File: src/hdl/bt_rx_pkg.sv
// Shared widths, types, state enums, commands and register map for the receiver.
`default_nettype none

package bt_rx_pkg;

	localparam int FIFO_DEPTH = 64;                  // Receive FIFO depth in bytes.
	localparam int FIFO_ADDR_W = $clog2(FIFO_DEPTH); // Byte pointer width.

	typedef logic [7:0] byte_t;                      // One serial byte.
	typedef logic [15:0] word_t;                     // Two bytes, first one low.
	typedef logic [9:0] bit_period_t;                // Clock cycles per serial bit.
	typedef logic [9:0] gap_t;                       // Idle cycles that close a message.
	typedef logic [FIFO_ADDR_W-1:0] fifo_ptr_t;      // FIFO memory index.
	typedef logic [FIFO_ADDR_W:0] fifo_count_t;      // Byte count, holds FIFO_DEPTH.
	typedef logic [7:0] apb_addr_t;
	typedef logic [31:0] apb_data_t;

	typedef enum logic [1:0] {UART_IDLE, UART_START, UART_DATA, UART_STOP} uart_state_t;

	typedef enum logic [1:0] {FRAME_COLLECTING, FRAME_CHECKING_GAP, FRAME_DONE} frame_state_t;

	// Data-stream pair capture.
	typedef enum logic {DS_WANT_COMMAND, DS_WANT_OPERAND} ds_state_t;

	localparam byte_t CMD_START = 8'h00;             // Operand picks the stream.
	localparam byte_t CMD_CANCEL = 8'h01;

	// Host register map.
	localparam apb_addr_t REG_CTRL = 8'h00;          // Bit 0 selects AT mode.
	localparam apb_addr_t REG_BIT_PERIOD = 8'h04;
	localparam apb_addr_t REG_GAP = 8'h08;
	localparam apb_addr_t REG_STATUS = 8'h0C;
	localparam apb_addr_t REG_RDATA = 8'h10;         // Read pops one word.

	localparam bit_period_t BIT_PERIOD_RESET = 10'd16;
	localparam gap_t GAP_RESET = 10'd200;

endpackage

`default_nettype wire

File: src/hdl/rx_byte_if.sv
// Byte and line status interface between the UART receiver and the message framer.
`timescale 1ns/1ps
`default_nettype none

interface rx_byte_if import bt_rx_pkg::*; ();

	byte_t data;       // Last assembled byte.
	logic valid;       // One cycle, good stop bit.
	logic collecting;  // A byte is on the line.
	logic stop_error;  // One cycle, stop bit was low.

	// Receiver side.
	modport uart (output data, valid, collecting, stop_error);

	// Framer side.
	modport framer (input data, valid, collecting, stop_error);

endinterface

`default_nettype wire

File: src/hdl/fifo_rd_if.sv
// Read side interface between the receive FIFO and the APB register block.
`timescale 1ns/1ps
`default_nettype none

interface fifo_rd_if import bt_rx_pkg::*; ();

	logic pop;                // Take two bytes this edge.
	word_t word;              // Oldest pair, shown combinationally.
	fifo_count_t word_count;  // Whole words held.
	logic empty;
	logic full;

	// FIFO side.
	modport buffer (input pop, output word, word_count, empty, full);

	// Register block side.
	modport host (output pop, input word, word_count, empty, full);

endinterface

`default_nettype wire

File: src/hdl/uart_rx.sv
// UART receiver, 8N1, sampling each bit at its centre with a programmable bit period.
`timescale 1ns/1ps
`default_nettype none

module uart_rx import bt_rx_pkg::*; (
	input wire clock,
	input wire reset,
	input wire rxd,
	input wire bit_period_t bit_period,
	rx_byte_if.uart rx
);

	uart_state_t state;
	bit_period_t count;      // Cycles into the current bit.
	logic [2:0] bit_index;   // Data bit being sampled.
	byte_t shift;            // LSB first shift register.
	logic [1:0] rxd_sync;    // Line synchroniser.
	logic rxd_prev;
	logic rxd_s;
	logic start_edge;
	logic half_done;
	logic bit_done;

	assign rxd_s = rxd_sync[1];
	assign start_edge = rxd_prev & ~rxd_s;              // Falling edge opens a byte.
	assign half_done = (count == (bit_period >> 1));    // Centre of the start bit.
	assign bit_done = (count == bit_period - 1'b1);     // One whole period later.

	assign rx.data = shift;
	assign rx.collecting = (state != UART_IDLE);

	// Line idles high.
	always_ff @(posedge clock or posedge reset)
	begin
		if (reset)
		begin
			rxd_sync <= 2'b11;
			rxd_prev <= 1'b1;
		end
		else
		begin
			rxd_sync <= {rxd_sync[0], rxd};
			rxd_prev <= rxd_s;
		end
	end

	always_ff @(posedge clock or posedge reset)
	begin
		if (reset)
		begin
			state <= UART_IDLE;
			count <= '0;
			bit_index <= '0;
			rx.valid <= 1'b0;
			rx.stop_error <= 1'b0;
		end
		else
		begin
			rx.valid <= 1'b0;      // Strobes last one cycle.
			rx.stop_error <= 1'b0;
			case (state)
				UART_IDLE:
				begin
					count <= '0;
					if (start_edge)
						state <= UART_START;
				end
				UART_START:
				begin
					if (half_done)
					begin
						count <= '0;
						bit_index <= '0;
						// A glitch that is high again at mid bit is ignored.
						state <= rxd_s ? UART_IDLE : UART_DATA;
					end
					else
						count <= count + 1'b1;
				end
				UART_DATA:
				begin
					if (bit_done)
					begin
						count <= '0;
						bit_index <= bit_index + 1'b1;
						if (bit_index == 3'd7)
							state <= UART_STOP;
					end
					else
						count <= count + 1'b1;
				end
				UART_STOP:
				begin
					if (bit_done)
					begin
						count <= '0;
						state <= UART_IDLE;     // Back in time for the next start edge.
						rx.valid <= rxd_s;
						rx.stop_error <= ~rxd_s; // Framing error, byte dropped.
					end
					else
						count <= count + 1'b1;
				end
				default:
					state <= UART_IDLE;
			endcase
		end
	end

	// Sample at the centre of each data bit.
	always_ff @(posedge clock)
	begin
		if (state == UART_DATA && bit_done)
			shift <= {rxd_s, shift[7:1]};
	end

endmodule

`default_nettype wire

File: src/hdl/msg_framer.sv
// Message framer: gap timer, AT/data-stream routing, command capture and stream decode.
`timescale 1ns/1ps
`default_nettype none

module msg_framer import bt_rx_pkg::*; (
	input wire clock,
	input wire reset,
	rx_byte_if.framer rx,
	input wire want_at,
	input wire gap_t gap,
	output logic wr_en,
	output byte_t wr_data,
	output logic at_response_pulse,
	output logic ds_sending,
	output byte_t stream_select
);

	frame_state_t frame_state;
	gap_t gap_timer;         // Idle cycles since the last byte.
	ds_state_t ds_state;
	byte_t command;
	byte_t operand;
	logic msg_done;
	logic ds_byte;

	assign msg_done = (frame_state == FRAME_DONE);
	assign ds_byte = rx.valid & ~want_at;

	// AT mode bytes go straight to the FIFO.
	assign wr_en = rx.valid & want_at;
	assign wr_data = rx.data;
	assign at_response_pulse = msg_done & want_at;

	// Gap machine.
	always_ff @(posedge clock or posedge reset)
	begin
		if (reset)
		begin
			frame_state <= FRAME_COLLECTING;
			gap_timer <= '0;
		end
		else
		begin
			case (frame_state)
				FRAME_COLLECTING:
				begin
					gap_timer <= '0;
					if (rx.valid)
						frame_state <= FRAME_CHECKING_GAP;
				end
				FRAME_CHECKING_GAP:
				begin
					if (rx.collecting)
						frame_state <= FRAME_COLLECTING;  // Another byte, same message.
					else if (gap_timer == gap)
						frame_state <= FRAME_DONE;
					else
						gap_timer <= gap_timer + 1'b1;
				end
				FRAME_DONE:
					frame_state <= FRAME_COLLECTING;    // Single cycle.
				default:
					frame_state <= FRAME_COLLECTING;
			endcase
		end
	end

	// Command then operand, alternating.
	always_ff @(posedge clock or posedge reset)
	begin
		if (reset)
			ds_state <= DS_WANT_COMMAND;
		else if (msg_done || rx.stop_error)
			ds_state <= DS_WANT_COMMAND;  // Realign on message end or bad byte.
		else if (ds_byte)
			ds_state <= (ds_state == DS_WANT_COMMAND) ? DS_WANT_OPERAND : DS_WANT_COMMAND;
	end

	always_ff @(posedge clock)
	begin
		if (ds_byte && ds_state == DS_WANT_COMMAND)
			command <= rx.data;
		if (ds_byte && ds_state == DS_WANT_OPERAND)
			operand <= rx.data;
	end

	// Decode on the done cycle, visible one cycle later.
	always_ff @(posedge clock or posedge reset)
	begin
		if (reset)
		begin
			stream_select <= '0;
			ds_sending <= 1'b0;
		end
		else if (msg_done && !want_at)
		begin
			case (command)
				CMD_START:
				begin
					if (operand == '0)
					begin
						stream_select <= '0;   // Start with no stream stops all.
						ds_sending <= 1'b0;
					end
					else
					begin
						stream_select <= operand;
						ds_sending <= 1'b1;
					end
				end
				CMD_CANCEL:
					ds_sending <= 1'b0;         // Select is kept.
				default:
					;                           // Unknown command.
			endcase
		end
	end

endmodule

`default_nettype wire

File: src/hdl/rx_byte_fifo.sv
// Receive FIFO, one byte in per write and two bytes out per pop.
`timescale 1ns/1ps
`default_nettype none

module rx_byte_fifo import bt_rx_pkg::*; (
	input wire clock,
	input wire reset,
	input wire wr_en,
	input wire byte_t wr_data,
	fifo_rd_if.buffer rd
);

	byte_t mem [FIFO_DEPTH];
	fifo_ptr_t wr_ptr;
	fifo_ptr_t rd_ptr;        // Always even.
	fifo_ptr_t rd_ptr_high;   // Second byte of the pair.
	fifo_count_t count;       // Bytes held.
	logic push;
	logic pull;

	assign push = wr_en & ~rd.full;                  // Dropped when full.
	assign pull = rd.pop & (rd.word_count != '0);
	assign rd_ptr_high = rd_ptr + 1'b1;

	always_ff @(posedge clock)
	begin
		if (push)
			mem[wr_ptr] <= wr_data;
	end

	always_ff @(posedge clock or posedge reset)
	begin
		if (reset)
		begin
			wr_ptr <= '0;
			rd_ptr <= '0;
			count <= '0;
		end
		else
		begin
			if (push)
				wr_ptr <= wr_ptr + 1'b1;
			if (pull)
				rd_ptr <= rd_ptr + 2'd2;
			count <= count + fifo_count_t'(push) - (pull ? fifo_count_t'(2) : '0);
		end
	end

	// First byte received sits in the low half.
	assign rd.word = {mem[rd_ptr_high], mem[rd_ptr]};
	assign rd.word_count = count >> 1;
	assign rd.empty = (rd.word_count == '0);       // A lone byte still reads as empty.
	assign rd.full = (count == fifo_count_t'(FIFO_DEPTH));

endmodule

`default_nettype wire

File: src/hdl/rx_apb_regs.sv
// APB slave holding mode, timing, sticky status and the FIFO read port.
`timescale 1ns/1ps
`default_nettype none

module rx_apb_regs import bt_rx_pkg::*; (
	input wire clock,
	input wire reset,
	input wire apb_addr_t paddr,
	input wire psel,
	input wire penable,
	input wire pwrite,
	input wire apb_data_t pwdata,
	output apb_data_t prdata,
	output logic pready,
	output logic pslverr,
	output logic want_at,
	output bit_period_t bit_period,
	output gap_t gap,
	output logic at_response,
	input wire at_response_pulse,
	input wire ds_sending,
	input wire byte_t stream_select,
	fifo_rd_if.host rd
);

	logic access;
	logic wr_access;
	logic rdata_read;
	logic has_word;
	apb_data_t status;

	assign access = psel & penable;          // Access phase.
	assign wr_access = access & pwrite;
	assign rdata_read = access & ~pwrite & (paddr == REG_RDATA);
	assign has_word = (rd.word_count != '0);

	assign pready = 1'b1;                    // No wait states.
	assign rd.pop = rdata_read & has_word;
	assign pslverr = rdata_read & ~has_word; // Underflow.

	// Configuration, AT mode out of reset.
	always_ff @(posedge clock or posedge reset)
	begin
		if (reset)
		begin
			want_at <= 1'b1;
			bit_period <= BIT_PERIOD_RESET;
			gap <= GAP_RESET;
		end
		else if (wr_access)
		begin
			case (paddr)
				REG_CTRL:
					want_at <= pwdata[0];
				REG_BIT_PERIOD:
					bit_period <= bit_period_t'(pwdata);
				REG_GAP:
					gap <= gap_t'(pwdata);
				default:
					;
			endcase
		end
	end

	// Sticky AT response, write one to clear.
	always_ff @(posedge clock or posedge reset)
	begin
		if (reset)
			at_response <= 1'b0;
		else if (at_response_pulse)
			at_response <= 1'b1;    // New event wins over a clear.
		else if (wr_access && paddr == REG_STATUS && pwdata[2])
			at_response <= 1'b0;
	end

	always_comb
	begin
		status = '0;
		status[0] = rd.empty;
		status[1] = rd.full;
		status[2] = at_response;
		status[3] = ds_sending;
		status[15:8] = stream_select;
		status[31:24] = 8'(rd.word_count);
	end

	// Read mux, unmapped reads return zero.
	always_comb
	begin
		case (paddr)
			REG_CTRL:
				prdata = apb_data_t'(want_at);
			REG_BIT_PERIOD:
				prdata = apb_data_t'(bit_period);
			REG_GAP:
				prdata = apb_data_t'(gap);
			REG_STATUS:
				prdata = status;
			REG_RDATA:
				prdata = has_word ? apb_data_t'(rd.word) : '0;
			default:
				prdata = '0;
		endcase
	end

endmodule

`default_nettype wire

File: src/hdl/bt_receiver.sv
// Top level of the receive bridge: UART, framer, FIFO and APB registers.
`timescale 1ns/1ps
`default_nettype none

module bt_receiver import bt_rx_pkg::*; (
	input wire clock,
	input wire reset,
	input wire rxd,
	input wire apb_addr_t paddr,
	input wire psel,
	input wire penable,
	input wire pwrite,
	input wire apb_data_t pwdata,
	output apb_data_t prdata,
	output logic pready,
	output logic pslverr,
	output logic at_response,
	output logic ds_sending,
	output byte_t stream_select
);

	rx_byte_if rx_bytes ();
	fifo_rd_if fifo_rd ();

	logic want_at;
	bit_period_t bit_period;
	gap_t gap;
	logic wr_en;            // AT mode byte write.
	byte_t wr_data;
	logic at_response_pulse;

	uart_rx u_uart_rx (
		.clock      (clock),
		.reset      (reset),
		.rxd        (rxd),
		.bit_period (bit_period),
		.rx         (rx_bytes.uart)
	);

	msg_framer u_msg_framer (
		.clock             (clock),
		.reset             (reset),
		.rx                (rx_bytes.framer),
		.want_at           (want_at),
		.gap               (gap),
		.wr_en             (wr_en),
		.wr_data           (wr_data),
		.at_response_pulse (at_response_pulse),
		.ds_sending        (ds_sending),
		.stream_select     (stream_select)
	);

	rx_byte_fifo u_rx_byte_fifo (
		.clock   (clock),
		.reset   (reset),
		.wr_en   (wr_en),
		.wr_data (wr_data),
		.rd      (fifo_rd.buffer)
	);

	// Host side, at_response here is the sticky copy.
	rx_apb_regs u_rx_apb_regs (
		.clock             (clock),
		.reset             (reset),
		.paddr             (paddr),
		.psel              (psel),
		.penable           (penable),
		.pwrite            (pwrite),
		.pwdata            (pwdata),
		.prdata            (prdata),
		.pready            (pready),
		.pslverr           (pslverr),
		.want_at           (want_at),
		.bit_period        (bit_period),
		.gap               (gap),
		.at_response       (at_response),
		.at_response_pulse (at_response_pulse),
		.ds_sending        (ds_sending),
		.stream_select     (stream_select),
		.rd                (fifo_rd.host)
	);

endmodule

`default_nettype wire

File: config.mk
export PLATFORM = sky130hd
export DESIGN_NAME = bt_receiver
export DESIGN_NICKNAME = d
export VERILOG_FILES = /design/src/hdl/bt_rx_pkg.sv /design/src/hdl/rx_byte_if.sv /design/src/hdl/fifo_rd_if.sv /design/src/hdl/uart_rx.sv /design/src/hdl/msg_framer.sv /design/src/hdl/rx_byte_fifo.sv /design/src/hdl/rx_apb_regs.sv /design/src/hdl/bt_receiver.sv
export SDC_FILE = /design/constraint.sdc
export NUM_CORES = 1
export LEC_CHECK = 0
export ABC_CLOCK_PERIOD_IN_PS = 4100
export CORE_UTILIZATION = 49
export DETAILED_ROUTE_END_ITERATION = 10
export DONT_BUFFER_PORTS = 1
export GPL_ROUTABILITY_DRIVEN = 0
export SYNTH_ARGS = -nofsm -noshare
export SYNTH_HDL_FRONTEND = slang
export SYNTH_HIERARCHICAL = 1
export SYNTH_SLANG_ARGS = --single-unit
File: constraint.sdc
create_clock -name clock -period 4.1 [get_ports clock]
set_clock_uncertainty 0.1 [all_clocks]
set_input_delay 0.82 -clock clock [delete_from_list [all_inputs] [get_ports clock]]
set_output_delay 0.82 -clock clock [all_outputs]
set_load 0.02 [all_outputs]
### Word-level counts from Yosys, hierarchy flattened

Memory sizes are Yosys's and may differ from the RTL's.
Index checks and enable logic that the tools add are counted.

| operators by class | value |
|---|---|
| add/subtract/negate cells | 9 |
| equality and inequality tests | 24 |
| multiplexer cells | 37 |
| reduce and logical (&&, ||, !) cells | 31 |
| shift operators | 0 |
| order comparisons | 0 |
| $mul | 0 |
| bitwise operators | 18 |
| divide/modulo/power cells | 0 |

Operators by type and width:

| kind | count |
|---|---|
| $pmux 32 s5 | 1 |
| $mux 10 | 4 |
| $pmux 10 s3 | 1 |
| $logic_not 8->1 | 3 |
| $add 10x1->10 const B | 2 |
| $eq 10x10->1 | 2 |
| $mux 2 | 10 |
| $pmux 10 s2 | 1 |
| $eq 8x4->1 const B | 2 |
| $mux 16 | 1 |
| $add 6x1->6 const B | 2 |
| $and 1x1->1 | 12 |
| $mux 1 | 12 |
| $reduce_and 2->1 | 6 |
| $reduce_bool 2->1 | 6 |
| $eq 10x9->1 | 1 |
| $ne 2x1->1 const B | 5 |
| $sub 10x1->10 const B | 1 |
| $eq 8x1->1 const B | 1 |
| $eq 8x3->1 const B | 1 |
| $eq 8x5->1 const B | 1 |
| $mux 8 | 1 |
| $pmux 2 s4 | 1 |
| $add 7x1->7 | 1 |
| other kinds (23) | 41 |

| storage, ports and cells | value |
|---|---|
| output and inout port bits | 44 |
| register bits | 107 |
| memory bits (read-only) | 0 |
| latch bits | 0 |
| bits in writable memories | 512 |
| memories | 1 |

Memory list:

| name | words | bits a word | read ports | clocked after Yosys merged registers in | wr ports | RTL line | source |
|---|---|---|---|---|---|---|---|
| u_rx_byte_fifo.mem | 64 | 8 | 2 | 0 | 1 | rx_byte_fifo.sv:13 | `byte_t mem [FIFO_DEPTH];` |

### Longest topological paths before layout

Gate-level depths: netlist of the first run.

| logic depth | value |
|---|---|
| word-level depth | 7 |
| gate-level depth with buffers | 13 |

### By module

The synthesis of the first run kept the hierarchy.

By module, submodules not included:

| module | sequential area each (sq um) | cells an instance | area an instance (sq um) | instances |
|---|---|---|---|---|
| rx_byte_fifo | 15825.2 | 1038 | 20943.8 | 1 |
| msg_framer | 1031.0 | 148 | 1834.3 | 1 |
| uart_rx | 744.5 | 158 | 1639.1 | 1 |
| rx_apb_regs | 556.8 | 134 | 1541.5 | 1 |

### Worst setup path before layout of the first run

Ideal clock, no wire load.

| path | value |
|---|---|
| path type | input to register |
| start point | input paddr[3] |
| end point | register u_rx_byte_fifo.count[5] |
| arrival | 3.404 ns |
| setup time | 0.069 ns |
| cell stages on the path | 12 |
| buffers on the path | 1 |
| required time | 3.931 ns |
| setup slack | 0.527 ns |
| cells stage by stage | clkbuf_1 nor4_1 nand2_1 nor3_1 nor2b_1 inv_1 ha_1 ha_1 a21oi_1 a21oi_1 or4_1 nand3_1 |

| on the way | value |
|---|---|
| cells in the longest elaborated chain, start to end | 6 |

RTL lines:

| what | RTL line | source |
|---|---|---|
| start: declaration | bt_receiver.sv:9 | `input wire apb_addr_t paddr,` |
| $eq 8x5->1 | rx_apb_regs.sv:34 | `assign rdata_read = access & ~pwrite & (paddr == REG_RDATA);` |
| $and 1x1->1 | rx_apb_regs.sv:34 |  |
| $and 1x1->1 | rx_apb_regs.sv:38 | `assign rd.pop = rdata_read & has_word;` |
| via fifo_rd.pop | fifo_rd_if.sv:7 | `logic pop;` |
| $and 1x1->1 | rx_byte_fifo.sv:22 | `assign pull = rd.pop & (rd.word_count != '0);` |
| $mux 2 | rx_byte_fifo.sv:45 | `count <= count + fifo_count_t'(push) - (pull ? fifo_count_t'(2) : '0);` |
| $sub 7x7->7 | rx_byte_fifo.sv:45 |  |
| end signal: assignment | rx_byte_fifo.sv:45 |  |
| end: declaration | rx_byte_fifo.sv:17 | `fifo_count_t count;` |

The timed path passes the listed nets, and every way through them passes these cells.
A chain may end at the register's enable or synchronous reset.

### Worst setup path after layout of the first run

| path | value |
|---|---|
| start point | register u_rx_byte_fifo.rd_ptr[1] |
| end point | output prdata[11] |

| on the way | value |
|---|---|
| cells in the longest elaborated chain, start to end | 4 |

RTL lines:

| what | RTL line | source |
|---|---|---|
| start: declaration | rx_byte_fifo.sv:15 | `fifo_ptr_t rd_ptr;` |
| start signal: assignment | rx_byte_fifo.sv:44 | `rd_ptr <= rd_ptr + 2'd2;` |
| $add 6x1->6 | rx_byte_fifo.sv:23 | `assign rd_ptr_high = rd_ptr + 1'b1;` |
| $mem_v2 64x8 | -- |  |
| via fifo_rd.word[11] | fifo_rd_if.sv:8 | `word_t word;` |
| $mux 16 | rx_apb_regs.sv:100 | `prdata = has_word ? apb_data_t'(rd.word) : '0;` |
| $pmux 32 s5 | rx_apb_regs.sv:90 | `case (paddr)` |
| end: declaration | bt_receiver.sv:14 | `output apb_data_t prdata,` |

The timed path passes the listed nets, and every way through them passes these cells.

==> results of run 1 <==
==> cells in the mapped netlist, types with 16 or more instances <==
cell	n
inv_1	31
mux4_2	86
edfxtp_1	536
buf_2	17
a22o_1	22
nor2_1	94
xnor2_1	22
mux2i_1	73
o221ai_1	16
a22oi_1	16
clkbuf_1	32
nand3_1	19
a2111oi_2	16
o22ai_1	16
ha_1	19
a21oi_1	42
buf_4	36
mux2_4	20
nand2_1	29
xor2_1	27
nor3_1	17
dfrtp_1	74
==> flip-flops by register name (all words and copies together) (netlist names), named ones only <==
| register | flops |
|---|---|
| u_msg_framer/gap_timer | 10 |
| u_uart_rx/state | 1 |
| u_uart_rx/rx.stop_error | 1 |
| u_uart_rx/count | 10 |
| u_rx_byte_fifo/count | 7 |
| u_uart_rx/bit_index | 3 |
| u_rx_apb_regs/gap | 10 |
| u_rx_byte_fifo/rd_ptr | 5 |
| u_msg_framer/operand | 8 |
| u_rx_apb_regs/at_response | 1 |
| u_rx_apb_regs/bit_period | 10 |
| u_msg_framer/ds_sending | 1 |
| u_uart_rx/rx.valid | 1 |
| u_msg_framer/command | 8 |
| u_msg_framer/stream_select | 8 |
| u_uart_rx/rxd_prev | 1 |
| u_msg_framer/frame_state | 2 |
| u_uart_rx/rxd_sync | 2 |
| u_rx_byte_fifo/wr_ptr | 6 |
| u_msg_framer/ds_state | 1 |
| u_rx_byte_fifo/mem | 512 |
| u_uart_rx/rx.data | 8 |
| u_rx_apb_regs/want_at | 1 |
==> metal layers <==
metal	up-vias	wire length, µm	track usage, %
li1	6018	-	-
met1	7052	25300	30.4
met2	385	27600	34.0
met3	117	3160	3.84
met4	0	2010	8.37
met5	-	0	0
==> worst max-delay path by stage <==
stage                              end  slack [ns]  depth (start not counted)
6_report                    prdata[11]        0.02                          7
5_1_grt                      prdata[9]       -0.03                          7
4_1_cts                      prdata[8]       -0.09                          7
3_5_place_dp                 prdata[0]        0.30                          6
3_3_place_gp                 prdata[0]        0.30                          6
2_1_floorplan  u_rx_byte_fifo/count[5]        0.53                         12
==> logic make-up (layout without fill, tap and decap cells) <==
group,after synthesis,in the layout,share of synthesized area (%)
compound gates,185,185,5.83
simple gates,267,267,5.51
flops,618,618,69.9
fa+ha+maj,19,19,0.916
buf+inv,137,245,3.11
xor+xnor,49,49,1.65
other cells,3,13,0.0434
mux,200,200,13.0
==> worst reg2reg max path, delay by kind of cell, from the launching register on <==
kind,cells,cell delay [ns]
compound gates,1,0.43
xor+xnor,1,0.19
fa+ha+maj,1,0.33
buf+inv,2,0.48
flops,1,0.48
simple gates,3,1.02
==> layout make-up <==
class                           instances  share of cell area, %
Sequential cell                       618                   61.6
Clock inverter                         33                   1.11
Tap cell                              680                   2.89
Inverter                               31                  0.395
Timing Repair Buffer                  101                   3.47
Clock buffer                           80                   5.49
Multi-Input combinational cell        731                   25.0
Antenna cell                            2                 0.0170
==> stage by stage <==
| step | instances | power [mW] |
|---|---|---|
| after floorplan | 1486 | 7.53 |
| after global placement | 2143 | 7.59 |
| after detailed placement | 2143 | 7.61 |
| after CTS | 2271 | 13.0 |
| after global routing | 2274 | 13.3 |
| final | 2276 | 12.9 |
==> layout by cell type (no fill, tap or decap), types with 13 or more instances in the layout <==
master,count
edfxtp_1,536
a22o_1,13
mux2i_1,73
mux2_4,20
dfrtp_1,71
clkbuf_1,17
mux4_2,87
a21oi_1,26
buf_4,80
nand3_1,19
xnor2_1,22
xor2_1,27
nor2_1,93
ha_1,19
nand2_1,29
a21oi_2,16
o221ai_1,16
nor3_1,17
o22ai_1,16
clkbuf_16,63
inv_1,31
a2111oi_4,15
==> power by group through the flow <==
stage | clock [mW] | sequential [mW] | combinational, mW
floorplan | 0 | 6.97 | 0.559
global placement | 0 | 7.01 | 0.586
detailed placement | 0 | 7.01 | 0.598
CTS | 5.54 | 6.88 | 0.620
global route | 5.77 | 6.88 | 0.695
finish | 5.41 | 6.88 | 0.623
==> what timing repair did <==
action | in CTS | in global routing
setup buffers | 12 | 1
gates resized for setup | 48 | 11
gates cloned | 3 | 2
endpoints found under the hold margin | 0 | 0
endpoints found under the setup margin | 16 | 12
pin swaps | 20 | 9
==> flow_summary_export.csv, run 1 <==
group,metric,value,unit
sta,hold_ws,0.0866,ns
power_and_ir_drop,clkPwrFrac,41.9,%
detailed_routing,firstDrtPassIters,6,
critical_path,cp.required,3.18,ns
critical_path,critPathArrivalTime,3.16,ns
synthesis,yosys_most_used_dff,"edfxtp_1",
synthesis,synth.distinct_cells,80,
clock_network,clock_latency,0.64,ns
placed_design,placed_area,26900,µm²
critical_path,critical_path.top_delay_family,"compound AO/OA/AOI/OAI gates",
critical_path,critical_path_class,"reg -> out",
critical_path,worstSetupStartpointType,"flip-flop",
final_layout,fillers,3969,
placed_design,io_buffers,0,
final_layout,post-route-util,56.9,%
critical_path,path_cells,"buf_12, buf_16, mux4_1, a22o_1, a2111oi_4, a21oi_2, a22o_2",
critical_path,cpMaxStageDelayCell,"mux4_1",
final_layout,area_growth,13.5,%
placed_design,hpwlAfterDp,36200,µm
critical_path,cp-startpoint,"u_rx_byte_fifo/rd_ptr[1]",
sta,rsz0062_at_grt,"yes",
sta,setup_viol_count_final,0,
power_and_ir_drop,pwr-share-seq,53.3,%
power_and_ir_drop,pwr-share-comb,4.8,%
floorplan,die_w,232,µm
sta,drv_slew,0,
grt,grtUsageTotal,21.7,%
critical_path,r2r-end,"u_uart_rx/rx.data[4]",
floorplan,core_area,51800,µm²
critical_path,reg2reg_depth,8,
grt,grt_pass1_wl,85900,µm
power_and_ir_drop,internal_power,10.1,mW
sta,max_freq,245,MHz
clock_network,clock_tree.buffer_depth,3,
detailed_routing,drcViolationCount,0,
synthesis,synth_area_leaders,"edfxtp_1 62%, mux4_2 7.5%, dfrtp_1 7.1%, mux2i_1 2.8%, nor2_1 1.4%",
sta,fin_ws,0.0200,ns
sta,min_period,4.08,ns
synthesis,synth.top_cell.area_share,62.0,%
critical_path,ff2ff_setup_slack,0.74,ns
sta,tns,0,ns
critical_path,r2r-start,"u_rx_apb_regs/bit_period[0]",
clock_network,clk_pin_slew,0.06,ns
critical_path,max_stage_delay,0.60,ns
hold_path,hold_end,"u_uart_rx/rxd_sync[0]",
grt,grt_max_degree,68,
clock_network,cts_max_level,2,
synthesis,avgSynthCellArea,17.6,µm²
synthesis,yosys.area.top_type,"edfxtp_1",
floorplan,fp.dieArea,53900,µm²
critical_path,cp.buffers_inverters,2,
sta,max_slew.worst_pin.slew,1.21,ns
power_and_ir_drop,p_per_area,438,nW/µm²
hold_path,holdPathStages,0,
detailed_routing,detail_route.vias_per_cell,5.96,
synthesis,syn_inst,1478,
floorplan,start_util,50.1,%
clock_network,clockRootBuffer,"clkbuf_16",
power_and_ir_drop,p_sw,2.78,mW
final_layout,regArea,18200,µm²
final_layout,drive_gt1_share,24.5,%
critical_path,cp_max_fo,8,
power_and_ir_drop,p_sw_share,21.5,%
synthesis,ys_ff_latch,618,
sta,hold_violations,0,
critical_path,end_kind,"primary output",
clock_network,cts.sinks,618,
floorplan,die_h,232,µm
detailed_routing,totalWireLength,58100,µm
final_layout,design_area,29500,µm²
floorplan,rows,83,
sta,fin_crit_sh,99.5,%
synthesis,ys_seq_area_share,69.9,%
clock_network,cts_tree,"done",
final_layout,layout.nets,1609,
synthesis,synth_edf_count,536,
floorplan,io_pins,90,
synthesis,yosys_warnings,6,
grt,gr-total-overflow,0,
job,max-cap-violations,0,
detailed_routing,wire_per_inst,25.5,µm
clock_network,numCtsBuffers,61,
final_layout,multi_input_area,7360,µm²
power_and_ir_drop,p_leak,9.89,nW
grt,grt_pass1_vias,13600,
detailed_routing,vias,13600,
clock_network,cts_hold_buf,0,
run_status,status,"complete, no violations",
power_and_ir_drop,vdd_drop_max,0.379,mV
detailed_routing,ant_nets,0,
detailed_routing,drt_iter0_markers,1028,
synthesis,synthArstFlopShare,13.3,%
hold_path,min-delay-start,"rxd",
synthesis,syn-cell-area,26000,µm²
placed_design,pre_cts_slack,0.303,ns
hold_path,hold_path_class,"in -> reg",
grt,antenna_found_initial,0,
sta,slew_headroom,19.0,%
(Power assumes the default switching activity.)
==> inputs of run 2 (changes only) <==
- ABC_CLOCK_PERIOD_IN_PS: 4100 -> 4800
- REMOVE_ABC_BUFFERS: unset -> 1
- clock period: 4.1 -> 4.8 ns (I/O delays scaled with it)
==> flow_summary_export.csv, run 2 (same netlist as run 1, synthesis figures left out) <==
group,metric,value,unit
clock_network,cts-resized-gates,0,
final_layout,layout_commonest_cell,"edfxtp_1",
clock_network,clk_pin_slew,0.06,ns
critical_path,cp-startpoint,"u_rx_byte_fifo/rd_ptr[4]",
grt,grt_use_met2,34.4,%
critical_path,critical_path.top_delay_family,"compound AO/OA/AOI/OAI gates",
detailed_routing,ant_nets,0,
detailed_routing,wire_per_inst,26.1,µm
placed_design,hpwlAfterDp,36400,µm
clock_network,cts_max_level,3,
grt,grt_util_met1,30.4,%
floorplan,rows,83,
grt,grtUsageTotal,22.0,%
floorplan,io_pins,90,
final_layout,fillers,3940,
critical_path,r2r-end,"u_rx_byte_fifo/mem[27][7]",
floorplan,core_area,51800,µm²
sta,slew_headroom,33.0,%
critical_path,cp_max_fo,15,
sta,fin_crit_sh,96.5,%
detailed_routing,vias,13500,
detailed_routing,drcViolationCount,0,
final_layout,fin_cells,2217,
grt,grt_max_degree,68,
floorplan,die_w,232,µm
sta,max_slew.worst_pin.slew,1.00,ns
floorplan,start_util,50.1,%
critical_path,cp.buffers_inverters,1,
sta,hold_violations,0,
power_and_ir_drop,p_leak,9.48,nW
clock_network,cts_tree,"done",
sta,min_period,4.63,ns
power_and_ir_drop,vdd_drop_max,0.259,mV
final_layout,largest_register_ffs,512,
critical_path,reg2reg_depth,6,
critical_path,max_stage_delay,0.91,ns
clock_network,numCtsBuffers,66,
grt,grt_pass1_vias,13500,
detailed_routing,firstDrtPassIters,5,
clock_network,clock_latency,0.60,ns
clock_network,clock_tree.buffer_depth,3,
detailed_routing,detail_route.vias_per_cell,6.07,
sta,setup_viol_count_final,0,
final_layout,layout.nets,1551,
power_and_ir_drop,p_per_area,394,nW/µm²
critical_path,endpoint,"prdata[12]",
detailed_routing,drt_iter0_markers,1129,
grt,gr-total-overflow,0,
clock_network,clockRootBuffer,"clkbuf_16",
critical_path,critical_path_class,"reg -> out",
grt,grt_pass1_wl,86600,µm
sta,rsz0062_at_grt,"no",
hold_path,hold_path_class,"reg -> reg",
detailed_routing,totalWireLength,57900,µm
critical_path,critPathArrivalTime,3.57,ns
placed_design,dp_cells,2098,
floorplan,fp.dieArea,53900,µm²
critical_path,path_cells,"nor2b_2, buf_4, a22o_1, a2111oi_2, a21oi_1, a22o_1",
critical_path,cpMaxStageDelayCell,"nor2b_2",
critical_path,cp.required,3.74,ns
clock_network,post_cts_buffers,0,
final_layout,regArea,18200,µm²
critical_path,r2r-start,"u_rx_byte_fifo/count[2]",
critical_path,ff2ff_setup_slack,1.30,ns
placed_design,io_buffers,0,
final_layout,max_flop_register,"u_rx_byte_fifo/mem",
job,max-cap-violations,0,
final_layout,n_antenna_cell,0,
run_status,status,"complete, no violations",
grt,grt-busiest-layer,"met2",
sta,drv_slew,0,
final_layout,drive_gt1_share,19.5,%
clock_network,cts.sinks,618,
critical_path,worstSetupStartpointType,"flip-flop",
grt,antenna_found_initial,0,
critical_path,cp_common_cell,"a22o_1",
sta,max_freq,216,MHz
final_layout,multi_input_area,7050,µm²
final_layout,mostFrequentLayoutCells,"536 x edfxtp_1, 93 x nor2_1, 86 x mux4_2, 73 x mux2i_1, 71 x dfrtp_1",
floorplan,die_h,232,µm
critical_path,crit_cells,6,
grt,grt_use_met3,4.97,%
final_layout,area_growth,10.2,%
critical_path,end_kind,"primary output",
sta,hold_ws,0.256,ns
clock_network,cts_hold_buf,0,
-- run 2: changes by cell type in the layout (fill, tap and decap cells not counted), sizes merged --
cell      previous run  this run
inv                 32        31
bufbuf               1         0
buf                 98        38
clkbuf              82        93
bufinv               4         2
diode                2         0
clkinvlp             6         2
-- run 2: worst min-delay path by stage --
stage | cells past startpoint | from | to | slack (ns)
after floorplan | 0 | u_uart_rx/rxd_sync[0] | u_uart_rx/rxd_sync[1] | 0.25
after global placement | 0 | u_uart_rx/rxd_sync[0] | u_uart_rx/rxd_sync[1] | 0.25
after detailed placement | 0 | u_uart_rx/rxd_sync[0] | u_uart_rx/rxd_sync[1] | 0.25
after CTS | 0 | rxd | u_uart_rx/rxd_sync[0] | 0.23
after global routing | 0 | rxd | u_uart_rx/rxd_sync[0] | 0.24
final | 0 | u_uart_rx/rxd_sync[0] | u_uart_rx/rxd_sync[1] | 0.26
-- run 2: layer usage --
metal | vias up | wire length, µm
met1 | 7017 | 24800
met2 | 422 | 27800
met5 | - | 0
li1 | 5911 | -
met4 | 0 | 1370
met3 | 104 | 3910
-- run 2: final cells by class --
cell class | instances | area share [%]
Multi-Input combinational cell | 731 | 24.6
Tap cell | 680 | 2.97
Clock inverter | 26 | 0.774
Clock buffer | 93 | 6.53
Timing Repair Buffer | 38 | 1.17
Sequential cell | 618 | 63.5
Inverter | 31 | 0.407
-- run 2: report_power, final --
| part | internal (mW) | total (mW) | switching [mW] |
|---|---|---|---|
| Combinational | 0.223 | 0.518 | 0.296 |
| Clock | 2.83 | 4.87 | 2.03 |
| Sequential | 5.81 | 5.87 | 0.0628 |
| Total | 8.87 | 11.3 | 2.39 |
-- run 2: through the flow --
step	worst slack [ns]	util, %	TNS, ns	power [mW]	cell area, µm²
after floorplan	-3.64	-	-62.57	6.39	25300
after global placement	0.752	51.2	0	6.50	26500
after detailed placement	0.720	51.2	0	6.50	26500
after CTS	0.0538	55.2	0	11.4	28600
after global routing	0.0659	55.2	0	11.7	28600
final	0.167	55.2	0	11.3	28600
